### src/source/lc3b_types.sv
`default_nettype none

package lc3b_types;

	// Data and tag widths.
	typedef logic [15:0] lc3b_word;
	typedef logic [2:0]  rs_tag;

	// ALU operations. Shifts take their amount from vk[3:0].
	typedef enum logic [2:0]
	{
		op_add,
		op_and,
		op_not,
		op_lshf,
		op_rshfl,
		op_rshfa
	} alu_op_t;

	// One broadcast on the common data bus.
	typedef struct packed
	{
		logic     valid;
		rs_tag    tag;
		lc3b_word data;
	} cdb_t;

	// Operation as it leaves the issue stage.
	// A operand with its ready bit low is named by its producer tag.
	typedef struct packed
	{
		alu_op_t  op;
		lc3b_word vj;
		logic     j_ready;
		rs_tag    qj;
		lc3b_word vk;
		logic     k_ready;
		rs_tag    qk;
		rs_tag    dest_tag;
	} rs_issue_t;

	// Contents of one ready entry, as seen by the ALU.
	typedef struct packed
	{
		alu_op_t  op;
		lc3b_word vj;
		lc3b_word vk;
		rs_tag    dest_tag;
	} rs_slot_t;

	typedef enum logic [1:0]
	{
		st_idle,
		st_exec,
		st_broadcast
	} issue_state_t;

	localparam int NUM_RS_ENTRIES = 2;

	// Execution latencies, in cycles.
	localparam int LAT_WIDTH = 2;
	localparam logic [LAT_WIDTH-1:0] LAT_LOGIC = LAT_WIDTH'(1);
	localparam logic [LAT_WIDTH-1:0] LAT_SHIFT = LAT_WIDTH'(3);

endpackage

`default_nettype wire

### src/source/exec_timer.sv
`default_nettype none

module exec_timer (
	input  logic                             clk,
	input  logic                             rst_n,
	input  logic                             flush,
	input  logic                             start,
	input  logic [lc3b_types::LAT_WIDTH-1:0] latency,
	output logic                             done
);

	// Cycles left for the running operation, zero when idle.
	logic [lc3b_types::LAT_WIDTH-1:0] count;

	always_ff @(posedge clk or negedge rst_n)
	begin
		if (!rst_n)
			count <= '0;
		else if (flush)
			count <= '0;
		else if (start)
			count <= latency;
		else if (count != '0)
			count <= count - 1'b1;
	end

	// Last cycle of the count.
	assign done = (count == 1);

	// One operation at a time, the FSM waits for done before the next start.
	a_start_idle: assert property (@(posedge clk) disable iff (!rst_n)
		start |-> (count == '0));

endmodule

`default_nettype wire

### src/source/lc3b_alu.sv
`default_nettype none

module lc3b_alu (
	input  lc3b_types::rs_slot_t slot,
	output lc3b_types::lc3b_word result
);

	logic [3:0] shamt;

	assign shamt = slot.vk[3:0];

	always_comb
	begin
		case (slot.op)
			lc3b_types::op_add:   result = slot.vj + slot.vk;
			lc3b_types::op_and:   result = slot.vj & slot.vk;
			lc3b_types::op_not:   result = ~slot.vj;
			lc3b_types::op_lshf:  result = slot.vj << shamt;
			lc3b_types::op_rshfl: result = slot.vj >> shamt;
			// Sign bit fills from the left.
			lc3b_types::op_rshfa: result = $signed(slot.vj) >>> shamt;
			default:              result = slot.vj;
		endcase
	end

endmodule

`default_nettype wire

### src/source/rs_entry.sv
`default_nettype none

module rs_entry (
	input  logic                 clk,
	input  logic                 rst_n,
	input  logic                 flush,
	input  logic                 load,
	input  lc3b_types::rs_issue_t issue,
	input  lc3b_types::cdb_t     cdb_in,
	input  logic                 dispatch,
	output logic                 busy,
	output logic                 ready,
	output lc3b_types::rs_slot_t slot
);

	// Control state.
	logic j_wait;
	logic k_wait;

	// Held operation.
	lc3b_types::alu_op_t  op;
	lc3b_types::lc3b_word vj;
	lc3b_types::lc3b_word vk;
	lc3b_types::rs_tag    qj;
	lc3b_types::rs_tag    qk;
	lc3b_types::rs_tag    dest_tag;

	// CDB matches for the incoming operation.
	logic j_load_hit;
	logic k_load_hit;

	// CDB matches for the held operation.
	logic j_hit;
	logic k_hit;

	assign j_load_hit = cdb_in.valid && !issue.j_ready && (cdb_in.tag == issue.qj);
	assign k_load_hit = cdb_in.valid && !issue.k_ready && (cdb_in.tag == issue.qk);

	// Only a waiting operand listens, so a captured value is never overwritten.
	assign j_hit = busy && j_wait && cdb_in.valid && (cdb_in.tag == qj);
	assign k_hit = busy && k_wait && cdb_in.valid && (cdb_in.tag == qk);

	always_ff @(posedge clk or negedge rst_n)
	begin
		if (!rst_n)
		begin
			busy   <= 1'b0;
			j_wait <= 1'b0;
			k_wait <= 1'b0;
		end
		else if (flush)
		begin
			busy   <= 1'b0;
			j_wait <= 1'b0;
			k_wait <= 1'b0;
		end
		else if (load)
		begin
			busy   <= 1'b1;
			j_wait <= !issue.j_ready && !j_load_hit;
			k_wait <= !issue.k_ready && !k_load_hit;
		end
		else
		begin
			if (dispatch)
				busy <= 1'b0;
			if (j_hit)
				j_wait <= 1'b0;
			if (k_hit)
				k_wait <= 1'b0;
		end
	end

	always_ff @(posedge clk)
	begin
		if (load)
		begin
			op       <= issue.op;
			dest_tag <= issue.dest_tag;
			qj       <= issue.qj;
			qk       <= issue.qk;
			// Bus data is only kept when the wait flag clears with it.
			vj       <= issue.j_ready ? issue.vj : cdb_in.data;
			vk       <= issue.k_ready ? issue.vk : cdb_in.data;
		end
		else
		begin
			if (j_hit)
				vj <= cdb_in.data;
			if (k_hit)
				vk <= cdb_in.data;
		end
	end

	assign ready = busy && !j_wait && !k_wait;

	assign slot.op       = op;
	assign slot.vj       = vj;
	assign slot.vk       = vk;
	assign slot.dest_tag = dest_tag;

	// Captured operands ignore later broadcasts until a new load.
	a_operand_hold: assert property (@(posedge clk) disable iff (!rst_n)
		(busy && !j_wait && !k_wait && !load) |=> ($stable(vj) && $stable(vk)));

endmodule

`default_nettype wire

### src/source/rs_issue_fsm.sv
`default_nettype none

module rs_issue_fsm (
	input  logic                                  clk,
	input  logic                                  rst_n,
	input  logic                                  flush,
	input  logic [lc3b_types::NUM_RS_ENTRIES-1:0] entry_ready,
	input  lc3b_types::rs_slot_t                  entry_slot [lc3b_types::NUM_RS_ENTRIES],
	output logic [lc3b_types::NUM_RS_ENTRIES-1:0] dispatch,
	output logic                                  exec_start,
	output logic [lc3b_types::LAT_WIDTH-1:0]      exec_latency,
	input  logic                                  exec_done,
	output lc3b_types::rs_slot_t                  alu_slot,
	input  lc3b_types::lc3b_word                  alu_result,
	input  logic                                  cdb_grant,
	output lc3b_types::cdb_t                      cdb_out
);

	lc3b_types::issue_state_t state;

	logic [lc3b_types::NUM_RS_ENTRIES-1:0] pick;
	lc3b_types::rs_slot_t                  pick_slot;

	// Result register.
	logic                 out_valid;
	lc3b_types::rs_tag    out_tag;
	lc3b_types::lc3b_word out_data;

	// Two's complement isolates the lowest ready entry.
	assign pick = entry_ready & -entry_ready;

	always_comb
	begin
		pick_slot = '0;
		for (int i = 0; i < lc3b_types::NUM_RS_ENTRIES; i++)
		begin
			if (pick[i])
				pick_slot = entry_slot[i];
		end
	end

	// Shifts run longer than the logic and add operations.
	always_comb
	begin
		case (pick_slot.op)
			lc3b_types::op_lshf,
			lc3b_types::op_rshfl,
			lc3b_types::op_rshfa: exec_latency = lc3b_types::LAT_SHIFT;
			default:              exec_latency = lc3b_types::LAT_LOGIC;
		endcase
	end

	assign exec_start = (state == lc3b_types::st_idle) && (|entry_ready);
	assign dispatch   = (state == lc3b_types::st_idle) ? pick : '0;

	always_ff @(posedge clk or negedge rst_n)
	begin
		if (!rst_n)
		begin
			state     <= lc3b_types::st_idle;
			out_valid <= 1'b0;
		end
		else if (flush)
		begin
			state     <= lc3b_types::st_idle;
			out_valid <= 1'b0;
		end
		else
		begin
			case (state)
				lc3b_types::st_idle:
				begin
					if (|entry_ready)
						state <= lc3b_types::st_exec;
				end
				lc3b_types::st_exec:
				begin
					if (exec_done)
					begin
						state     <= lc3b_types::st_broadcast;
						out_valid <= 1'b1;
					end
				end
				lc3b_types::st_broadcast:
				begin
					// Hold the bus until the arbiter takes the result.
					if (cdb_grant)
					begin
						state     <= lc3b_types::st_idle;
						out_valid <= 1'b0;
					end
				end
				default: state <= lc3b_types::st_idle;
			endcase
		end
	end

	always_ff @(posedge clk)
	begin
		if (exec_start)
			alu_slot <= pick_slot;
		if ((state == lc3b_types::st_exec) && exec_done)
		begin
			out_tag  <= alu_slot.dest_tag;
			out_data <= alu_result;
		end
	end

	assign cdb_out.valid = out_valid;
	assign cdb_out.tag   = out_tag;
	assign cdb_out.data  = out_data;

	// An ungranted result may not change under the arbiter.
	a_cdb_hold: assert property (@(posedge clk) disable iff (!rst_n)
		(cdb_out.valid && !cdb_grant && !flush) |=> $stable(cdb_out));

endmodule

`default_nettype wire

### src/source/rs_unit.sv
`default_nettype none

module rs_unit (
	input  logic                  clk,
	input  logic                  rst_n,
	input  logic                  flush,
	input  lc3b_types::rs_issue_t issue,
	input  logic                  issue_valid,
	output logic                  issue_ready,
	input  lc3b_types::cdb_t      cdb_in,
	output lc3b_types::cdb_t      cdb_out,
	input  logic                  cdb_grant
);

	logic [lc3b_types::NUM_RS_ENTRIES-1:0] busy;
	logic [lc3b_types::NUM_RS_ENTRIES-1:0] free;
	logic [lc3b_types::NUM_RS_ENTRIES-1:0] load;
	logic [lc3b_types::NUM_RS_ENTRIES-1:0] entry_ready;
	logic [lc3b_types::NUM_RS_ENTRIES-1:0] dispatch;

	lc3b_types::rs_slot_t entry_slot [lc3b_types::NUM_RS_ENTRIES];

	logic                             exec_start;
	logic [lc3b_types::LAT_WIDTH-1:0] exec_latency;
	logic                             exec_done;

	lc3b_types::rs_slot_t alu_slot;
	lc3b_types::lc3b_word alu_result;

	assign free        = ~busy;
	assign issue_ready = |free;

	// New operations go into the lowest free entry.
	assign load = issue_valid ? (free & -free) : '0;

	for (genvar i = 0; i < lc3b_types::NUM_RS_ENTRIES; i++)
	begin : g_entry
		rs_entry u_entry (
			.clk      (clk),
			.rst_n    (rst_n),
			.flush    (flush),
			.load     (load[i]),
			.issue    (issue),
			.cdb_in   (cdb_in),
			.dispatch (dispatch[i]),
			.busy     (busy[i]),
			.ready    (entry_ready[i]),
			.slot     (entry_slot[i])
		);
	end

	rs_issue_fsm u_fsm (
		.clk          (clk),
		.rst_n        (rst_n),
		.flush        (flush),
		.entry_ready  (entry_ready),
		.entry_slot   (entry_slot),
		.dispatch     (dispatch),
		.exec_start   (exec_start),
		.exec_latency (exec_latency),
		.exec_done    (exec_done),
		.alu_slot     (alu_slot),
		.alu_result   (alu_result),
		.cdb_grant    (cdb_grant),
		.cdb_out      (cdb_out)
	);

	exec_timer u_timer (
		.clk     (clk),
		.rst_n   (rst_n),
		.flush   (flush),
		.start   (exec_start),
		.latency (exec_latency),
		.done    (exec_done)
	);

	lc3b_alu u_alu (
		.slot   (alu_slot),
		.result (alu_result)
	);

endmodule

`default_nettype wire

### config.mk
export PLATFORM = sky130hd
export DESIGN_NAME = rs_unit
export DESIGN_NICKNAME = d
export VERILOG_FILES = /design/src/source/lc3b_types.sv /design/src/source/exec_timer.sv /design/src/source/lc3b_alu.sv /design/src/source/rs_entry.sv /design/src/source/rs_issue_fsm.sv /design/src/source/rs_unit.sv
export SDC_FILE = /design/constraint.sdc
export NUM_CORES = 1
export LEC_CHECK = 0
export ABC_CLOCK_PERIOD_IN_PS = 2630
export BUFFER_PORTS_ARGS = -buffer_cell sky130_fd_sc_hd__buf_2
export CORE_UTILIZATION = 45
export CTS_BUF_LIST = sky130_fd_sc_hd__clkbuf_8
export CTS_CLUSTER_DIAMETER = 150
export DETAILED_ROUTE_END_ITERATION = 7
export PLACE_DENSITY_LB_ADDON = 0.08
export SLEW_MARGIN = 20
export SYNTH_ARGS = -nofsm -noshare
export SYNTH_HDL_FRONTEND = slang
export SYNTH_SLANG_ARGS = --single-unit
export TNS_END_PERCENT = 5
### constraint.sdc
create_clock -name clk -period 2.63 [get_ports clk]
set_input_delay 0.263 -clock clk [delete_from_list [all_inputs] [get_ports clk]]
set_output_delay 0.263 -clock clk [all_outputs]
set_load 0.02 [all_outputs]
# [Word level (Yosys, flattened, before mapping)]
# Index checks and enable logic that the tools add are counted.
[totals] ff_bits=156 ram_bits=0 mem_count=0 romBits=0 latchBits=0 output_inout_bits=21 elab_cells=157 in_bits=71
[op_classes] n_reduce_logical=52 n_eq_ne=20 n_lt_le_gt_ge=0 addsub=4 muxes=46 shifts=3 multipliers=0 n_div=0 n_bitwise=5
[op_table] op="2-to-1 mux 16 bit" count=10
[op_table] op="one-hot mux 16 bit (6 select lines)" count=1
[op_table] op="2-to-1 mux 38 bit" count=2
[op_table] op="logical AND 1 bit" count=24
[op_table] op="nonzero test 3 bit" count=8
[op_table] op="2-to-1 mux 1 bit" count=21
[op_table] op="2-to-1 mux 2 bit" count=10
[op_table] op="equality test 3 bit" count=6
[op_table] op="adder 16 bit" count=1
[op_table] op="AND 16 bit" count=1
[op_table] op="inverter 16 bit" count=1
[op_table] op="left shift 16 x 4 -> 16 bit" count=1
[op_table] op=">> shifter 16 x 4 -> 16 bit" count=1
[op_table] op=">>> shifter 16 x 4 -> 16 bit" count=1
[op_table] op="equality test 3 bit (second input constant)" count=4
[op_table] op="nonzero test 2 bit" count=5
[op_table] op="equality test 3 x 2 -> 1 bit (second input constant)" count=3
[op_table] op="logical NOT 1 bit" count=8
[op_table] op="!= test 3 bit (second input constant)" count=2
[op_table] op="one-hot mux 2 bit (3 select lines)" count=1
[op_table] op="AND reduction 3 bit" count=2
[op_table] op="AND 2 bit" count=2
[op_table] op="equality test 2 x 1 -> 1 bit (second input constant)" count=2
[op_table] op="negation 2 bit" count=2
[op_table] op="10 further kinds" count=11

# [Depth between registers and ports, before layout]
[logic_depth] ltp_word=12 depth_mapped=10 depth_no_buf=9

# [Cells and area by module]
# A second synthesis with hierarchy kept.
[hier_totals] hier_cells=879 hier_area_um2=9725.6
[by_module_without_submodules] mod="rs_entry" cells_per_inst=113 area_each_um2=2030.7 instances=2 seq_area_each_um2=1396.3
[by_module_without_submodules] mod="lc3b_alu" cells_per_inst=429 area_each_um2=3021.6 instances=1 seq_area_each_um2=0.0
[by_module_without_submodules] mod="rs_issue_fsm" cells_per_inst=208 area_each_um2=2479.9 instances=1 seq_area_each_um2=1786.7
[by_module_without_submodules] mod="exec_timer" cells_per_inst=13 area_each_um2=143.9 instances=1 seq_area_each_um2=50.0
[by_module_without_submodules] mod="rs_unit" cells_per_inst=3 area_each_um2=18.8 instances=1 seq_area_each_um2=0.0

# [Worst setup path before layout]
# No wires, ideal clock.
[synth_timing] kind="register -> register" startpoint="reg, netlist name u_fsm.alu_slot[4]" endpoint="reg u_fsm.out_data[12] (data pin)" setup_time_ps=273 arrival_ps=2117 path_buffers=2 synth_period_minus_slack_ps=2390 path_slack_ps=240 required_ps=2357 stages_incl_launch_ff=11 cell_sequence="edfxtp_1 -> buf_2 -> inv_1 -> buf_2 -> fa_1 -> nand2b_1 -> a21oi_1 -> nor4_1 -> o21ai_1 -> a211o_1 -> o211ai_1"
[synth_between] elab_chain_len=2 elab_cells_between_ends=5 classes_between="add/sub: 1; shift: 3; mux: 1"
[synth_rtl] element="adder 16 bit (tied with other cells)" line_no="lc3b_alu.sv:15" text="lc3b_types::op_add: result = slot.vj + slot.vk;"
[synth_rtl] element="one-hot mux 16 bit (6 select lines) *" line_no="lc3b_alu.sv:14" text="case (slot.op)"
[synth_rtl] element="via alu_result[12]" line_no="rs_unit.sv:28" text="lc3b_types::lc3b_word alu_result;"
[synth_rtl] element="end signal, assigned" line_no="rs_issue_fsm.sv:105" text="out_data <= alu_result;"
[synth_rtl] element="end, declared" line_no="rs_issue_fsm.sv:27" text="lc3b_types::lc3b_word out_data;"
# Mark *: on every way through the listed nets, which the timed path passes. The rest lies on a longest branch.
# A chain may end at the register's enable or synchronous reset.

# [Worst setup path in the final report]
[layout_timing] startpoint="reg, netlist name u_fsm.alu_slot[3]" endpoint="reg u_fsm.out_data[6] (data pin)"
[layout_between] elab_chain_len=2 elab_cells_between_ends=5 classes_between="add/sub: 1; shift: 3; mux: 1"
[layout_rtl] element="adder 16 bit (tied with other cells)" line_no="lc3b_alu.sv:15"
[layout_rtl] element="one-hot mux 16 bit (6 select lines) *" line_no="lc3b_alu.sv:14"
[layout_rtl] element="via alu_result[6]" line_no="rs_unit.sv:28"
# Marked as above.

==> impl_metrics.py <==
metrics = {
    "run_status": {
        "outcome": "complete, no violations",
    },
    "critical_path": {
        "cpMaxStageDelayCell": "a221oi_1",
        "path_delay_family": "compound AO/OA/AOI/OAI gates",
        "crit_arrival_ns": 2.76,
        "r2r-start": "u_fsm.alu_slot[3]",
        "crit_required_ns": 2.81,
        "path_cells": "buf_12, inv_2, ha_1, nand2_1, o21ai_1, a221oi_1, nor2_1, o31ai_1, a31oi_1",
        "path_depth": 9,
        "start_kind": "register",
        "end_kind": "register",
        "rr_worst_depth": 9,
        "crit_path_max_fanout": 32,
        "path_class": "register to register",
        "worstPathBufferInverterCount": 2,
        "critPathLaunch": "u_fsm.alu_slot[3]",
        "slowest_delay_ns": 0.56,
        "crit_end": "u_fsm.out_data[6]",
        "r2r-end": "u_fsm.out_data[6]",
        "rrSetupSlack_ns": 0.04,
    },
    "power": {
        "p_sw_frac": 0.3389,
        "power.density_nw_per_um2": 690.0,
        "power_w": 0.007365,
        "pwr-share-comb": 0.316,
        "internal-power_w": 0.004869,
        "power_frac_clock": 0.246,
        "leakagePower_nw": 4.039,
        "ir_drop_mv": 0.3749,
        "switchingPower_w": 0.002496,
        "seqPwrFrac": 0.438,
    },
    "synthesis": {
        "synth_edf_count": 145,
        "synth_cells": 770,
        "synth.net_count": 861,
        "yosysWarnings": 0,
        "synth_cell_type_count": 74,
        "synth_top_area_share": 0.4792,
        "synthFlopType": "edfxtp_1",
        "syn_area_um2": 9086,
        "synthTopCellsByArea": "edfxtp_1 48%, mux2_2 8.6%, a22o_1 3.8%",
        "yosys.area.top_type": "edfxtp_1",
        "synth-seq-cells": 156,
        "ys_async_sr_fraction": 0.07051,
        "seq_area_frac_synth": 0.5095,
        "synth_area_per_cell_um2": 11.80,
    },
    "clock_network": {
        "post_cts_buffers": 0,
        "insertion_delay_ns": 0.47,
        "numCtsBuffers": 17,
        "cts_tree": "built",
        "root_buffer": "clkbuf_8",
        "clkSlewWorstSetupHoldPaths_ns": 0.11,
        "htree_levels": 4,
        "ctsLongestPathBuffers": 2,
        "clock_sinks": 156,
    },
    "timing": {
        "slew_headroom": 0.5431,
        "hold_slack_ns": 0.09716,
        "post-route-period-util": 0.9837,
        "rsz0062_at_grt": "no",
        "finalSetupViolations": 0,
        "finalHoldViolCount": 0,
        "tns_ns": 0,
        "fin_worst_skew_ns": 0.02685,
        "worst_pin_slew_ns": 0.6854,
        "setup_ws_ns": 0.04296,
        "clock.fmax_ghz": 0.3865,
        "period_minus_slack_ns": 2.587,
        "slew_violations": 0,
    },
    "finish": {
        "final_cell_mix": "145 x edfxtp_1, 91 x buf_2, 72 x nor2_1",
        "n_antenna_cell": 0,
        "mostFrequentLayoutCell": "edfxtp_1",
        "drive_gt1_frac": 0.2939,
        "fin_nets": 990,
        "area_growth_syn_to_layout_pct": 17.47,
        "final-instance-count-excl-fill": 1177,
    },
    "global_routing": {
        "antenna_found_initial": 0,
        "grt-ovfl-total": 0,
        "grt_use_total": 0.2562,
        "grt_max_degree": 44,
        "grt_pass1_wl_um": 39250,
        "grt_pass1_vias": 6945,
    },
    "floorplanning": {
        "die_h_um": 144.1,
        "die_area_um2": 20760,
        "ios": 92,
        "fp.coreArea_um2": 19650,
        "rows": 51,
        "start_util": 0.4623,
        "die_x_um": 144.1,
    },
    "drt": {
        "wl_per_cell_um": 21.55,
        "ant_nets": 0,
        "vias_per_cell": 5.996,
        "num_vias": 7057,
        "first_pass_iters": 6,
        "routed_wl_um": 25360,
        "drt_iter0_drc": 616,
        "drc": 0,
    },
    "min_path": {
        "hp-class": "input port to register",
    },
    "placed_design": {
        "gp_congestion": 0.9248,
        "numPlacedInstances": 1132,
        "dp_slack_ns": 0.01165,
        "port_buffers": 91,
        "dp_hpwl_um": 18400,
    },
    "job": {
        "max_cap_viol_count": 0,
    },
}
flip-flops by register name, summed over array words and instances, names as in the netlist:
name,count
g_entry.u_entry.qk,6
g_entry.u_entry.j_wait,2
g_entry.u_entry.dest_tag,6
u_fsm.state,2
u_fsm.out_tag,3
g_entry.u_entry.vk,32
u_timer.count,2
g_entry.u_entry.op,6
g_entry.u_entry.k_wait,2
g_entry.u_entry.busy,2
u_fsm.alu_slot,38
u_fsm.out_data,16
g_entry.u_entry.qj,6
u_fsm.out_valid,1
g_entry.u_entry.vj,32
cells by family (layout without fill, tap and decap cells):
group                    after synthesis  in the layout  synth area share
buffers and inverters                 67            209           0.03181
AO/OA/AOI/OAI                        207            207            0.1666
adder cells (fa/ha/maj)               20             20           0.02837
XOR/XNOR                              24             24           0.02314
AND/OR/NAND/NOR                      194            194            0.1012
multiplexers                         102            102            0.1394
flip-flops                           156            156            0.5095
power groups by stage:
stage                     clock, W  sequential, W  combinational (W)
after floorplan                  0        0.00325            0.00149
after global placement           0        0.00327            0.00225
after detailed placement         0        0.00328            0.00226
after CTS                  0.00185        0.00323            0.00229
after global routing       0.00195        0.00325            0.00251
final                      0.00181        0.00323            0.00232
through the flow:
stage,utilization,cell area (um^2)
5_1_grt,0.5431,10670
6_report,0.5431,10670
3_3_place_gp,0.5157,10140
4_1_cts,0.5429,10670
3_5_place_dp,0.5157,10140
2_1_floorplan,-,9086
synthesized netlist by cell type (5+ instances only):
cell      number
edfxtp_1     145
nor2_1        73
mux2_2        69
nand2_1       48
a21oi_1       43
a22o_1        39
clkbuf_1      31
mux2i_1       20
ha_1          19
o21ai_0       16
nand2b_1      15
o211ai_1      15
xnor2_1       15
inv_1         13
dfrtp_1       11
mux4_2        10
a211oi_1       9
buf_2          9
xor2_1         9
nand3_1        8
nand4_1        8
nor3_1         8
nor2b_1        7
a31oi_1        6
and2_1         6
buf_1          6
o21ai_1        6
a211o_1        5
a21o_1         5
a22oi_1        5
buf_4          5
area by class of cell:
cell class,count,area [um^2]
Inverter,15,56.30
Timing Repair Buffer,162,1071
Sequential cell,156,4629
Clock buffer,17,234.0
Tap cell,265,331.6
Multi-Input combinational cell,547,4188
Clock inverter,15,163.9
Fill cell,1787,8980
what timing repair did:
| item | 4_1_cts | 5_1_grt |
|---|---|---|
| hold buffers | 13 | 0 |
| setup endpoints to repair | 1 | 3 |
| hold endpoints to repair | 35 | 0 |
| resized for setup | 1 | 1 |
metal layers:
metal,up-vias,part of all wire,GRT usage,routed length (um)
li1,3266,-,-,-
met1,3466,0.45,0.3480,11360
met2,285,0.47,0.4086,12010
met3,40,0.055,0.04338,1390
met4,0,0.024,0.1002,599
met5,-,0,0,0
worst register-to-register path, cell delays in order (launching register included):
cell,delay (ns)
edfxtp_1,0.40
buf_12,0.23
inv_2,0.10
ha_1,0.20
nand2_1,0.06
o21ai_1,0.10
a221oi_1,0.56
nor2_1,0.09
o31ai_1,0.33
a31oi_1,0.24
worst min path at each step:
stage,cells after the start,from,slack (ns),to
6_report,3,issue_valid,0.1,g_entry[0].u_entry.busy
5_1_grt,2,issue[19],0.09,g_entry[1].u_entry.vk[12]
4_1_cts,3,issue_valid,0.07,g_entry[0].u_entry.busy
3_5_place_dp,1,rst_n,0.16,g_entry[1].u_entry.busy
3_3_place_gp,1,rst_n,0.15,g_entry[1].u_entry.busy
2_1_floorplan,0,rst_n,-0.03,g_entry[0].u_entry.busy
(Power assumes the default switching activity.)
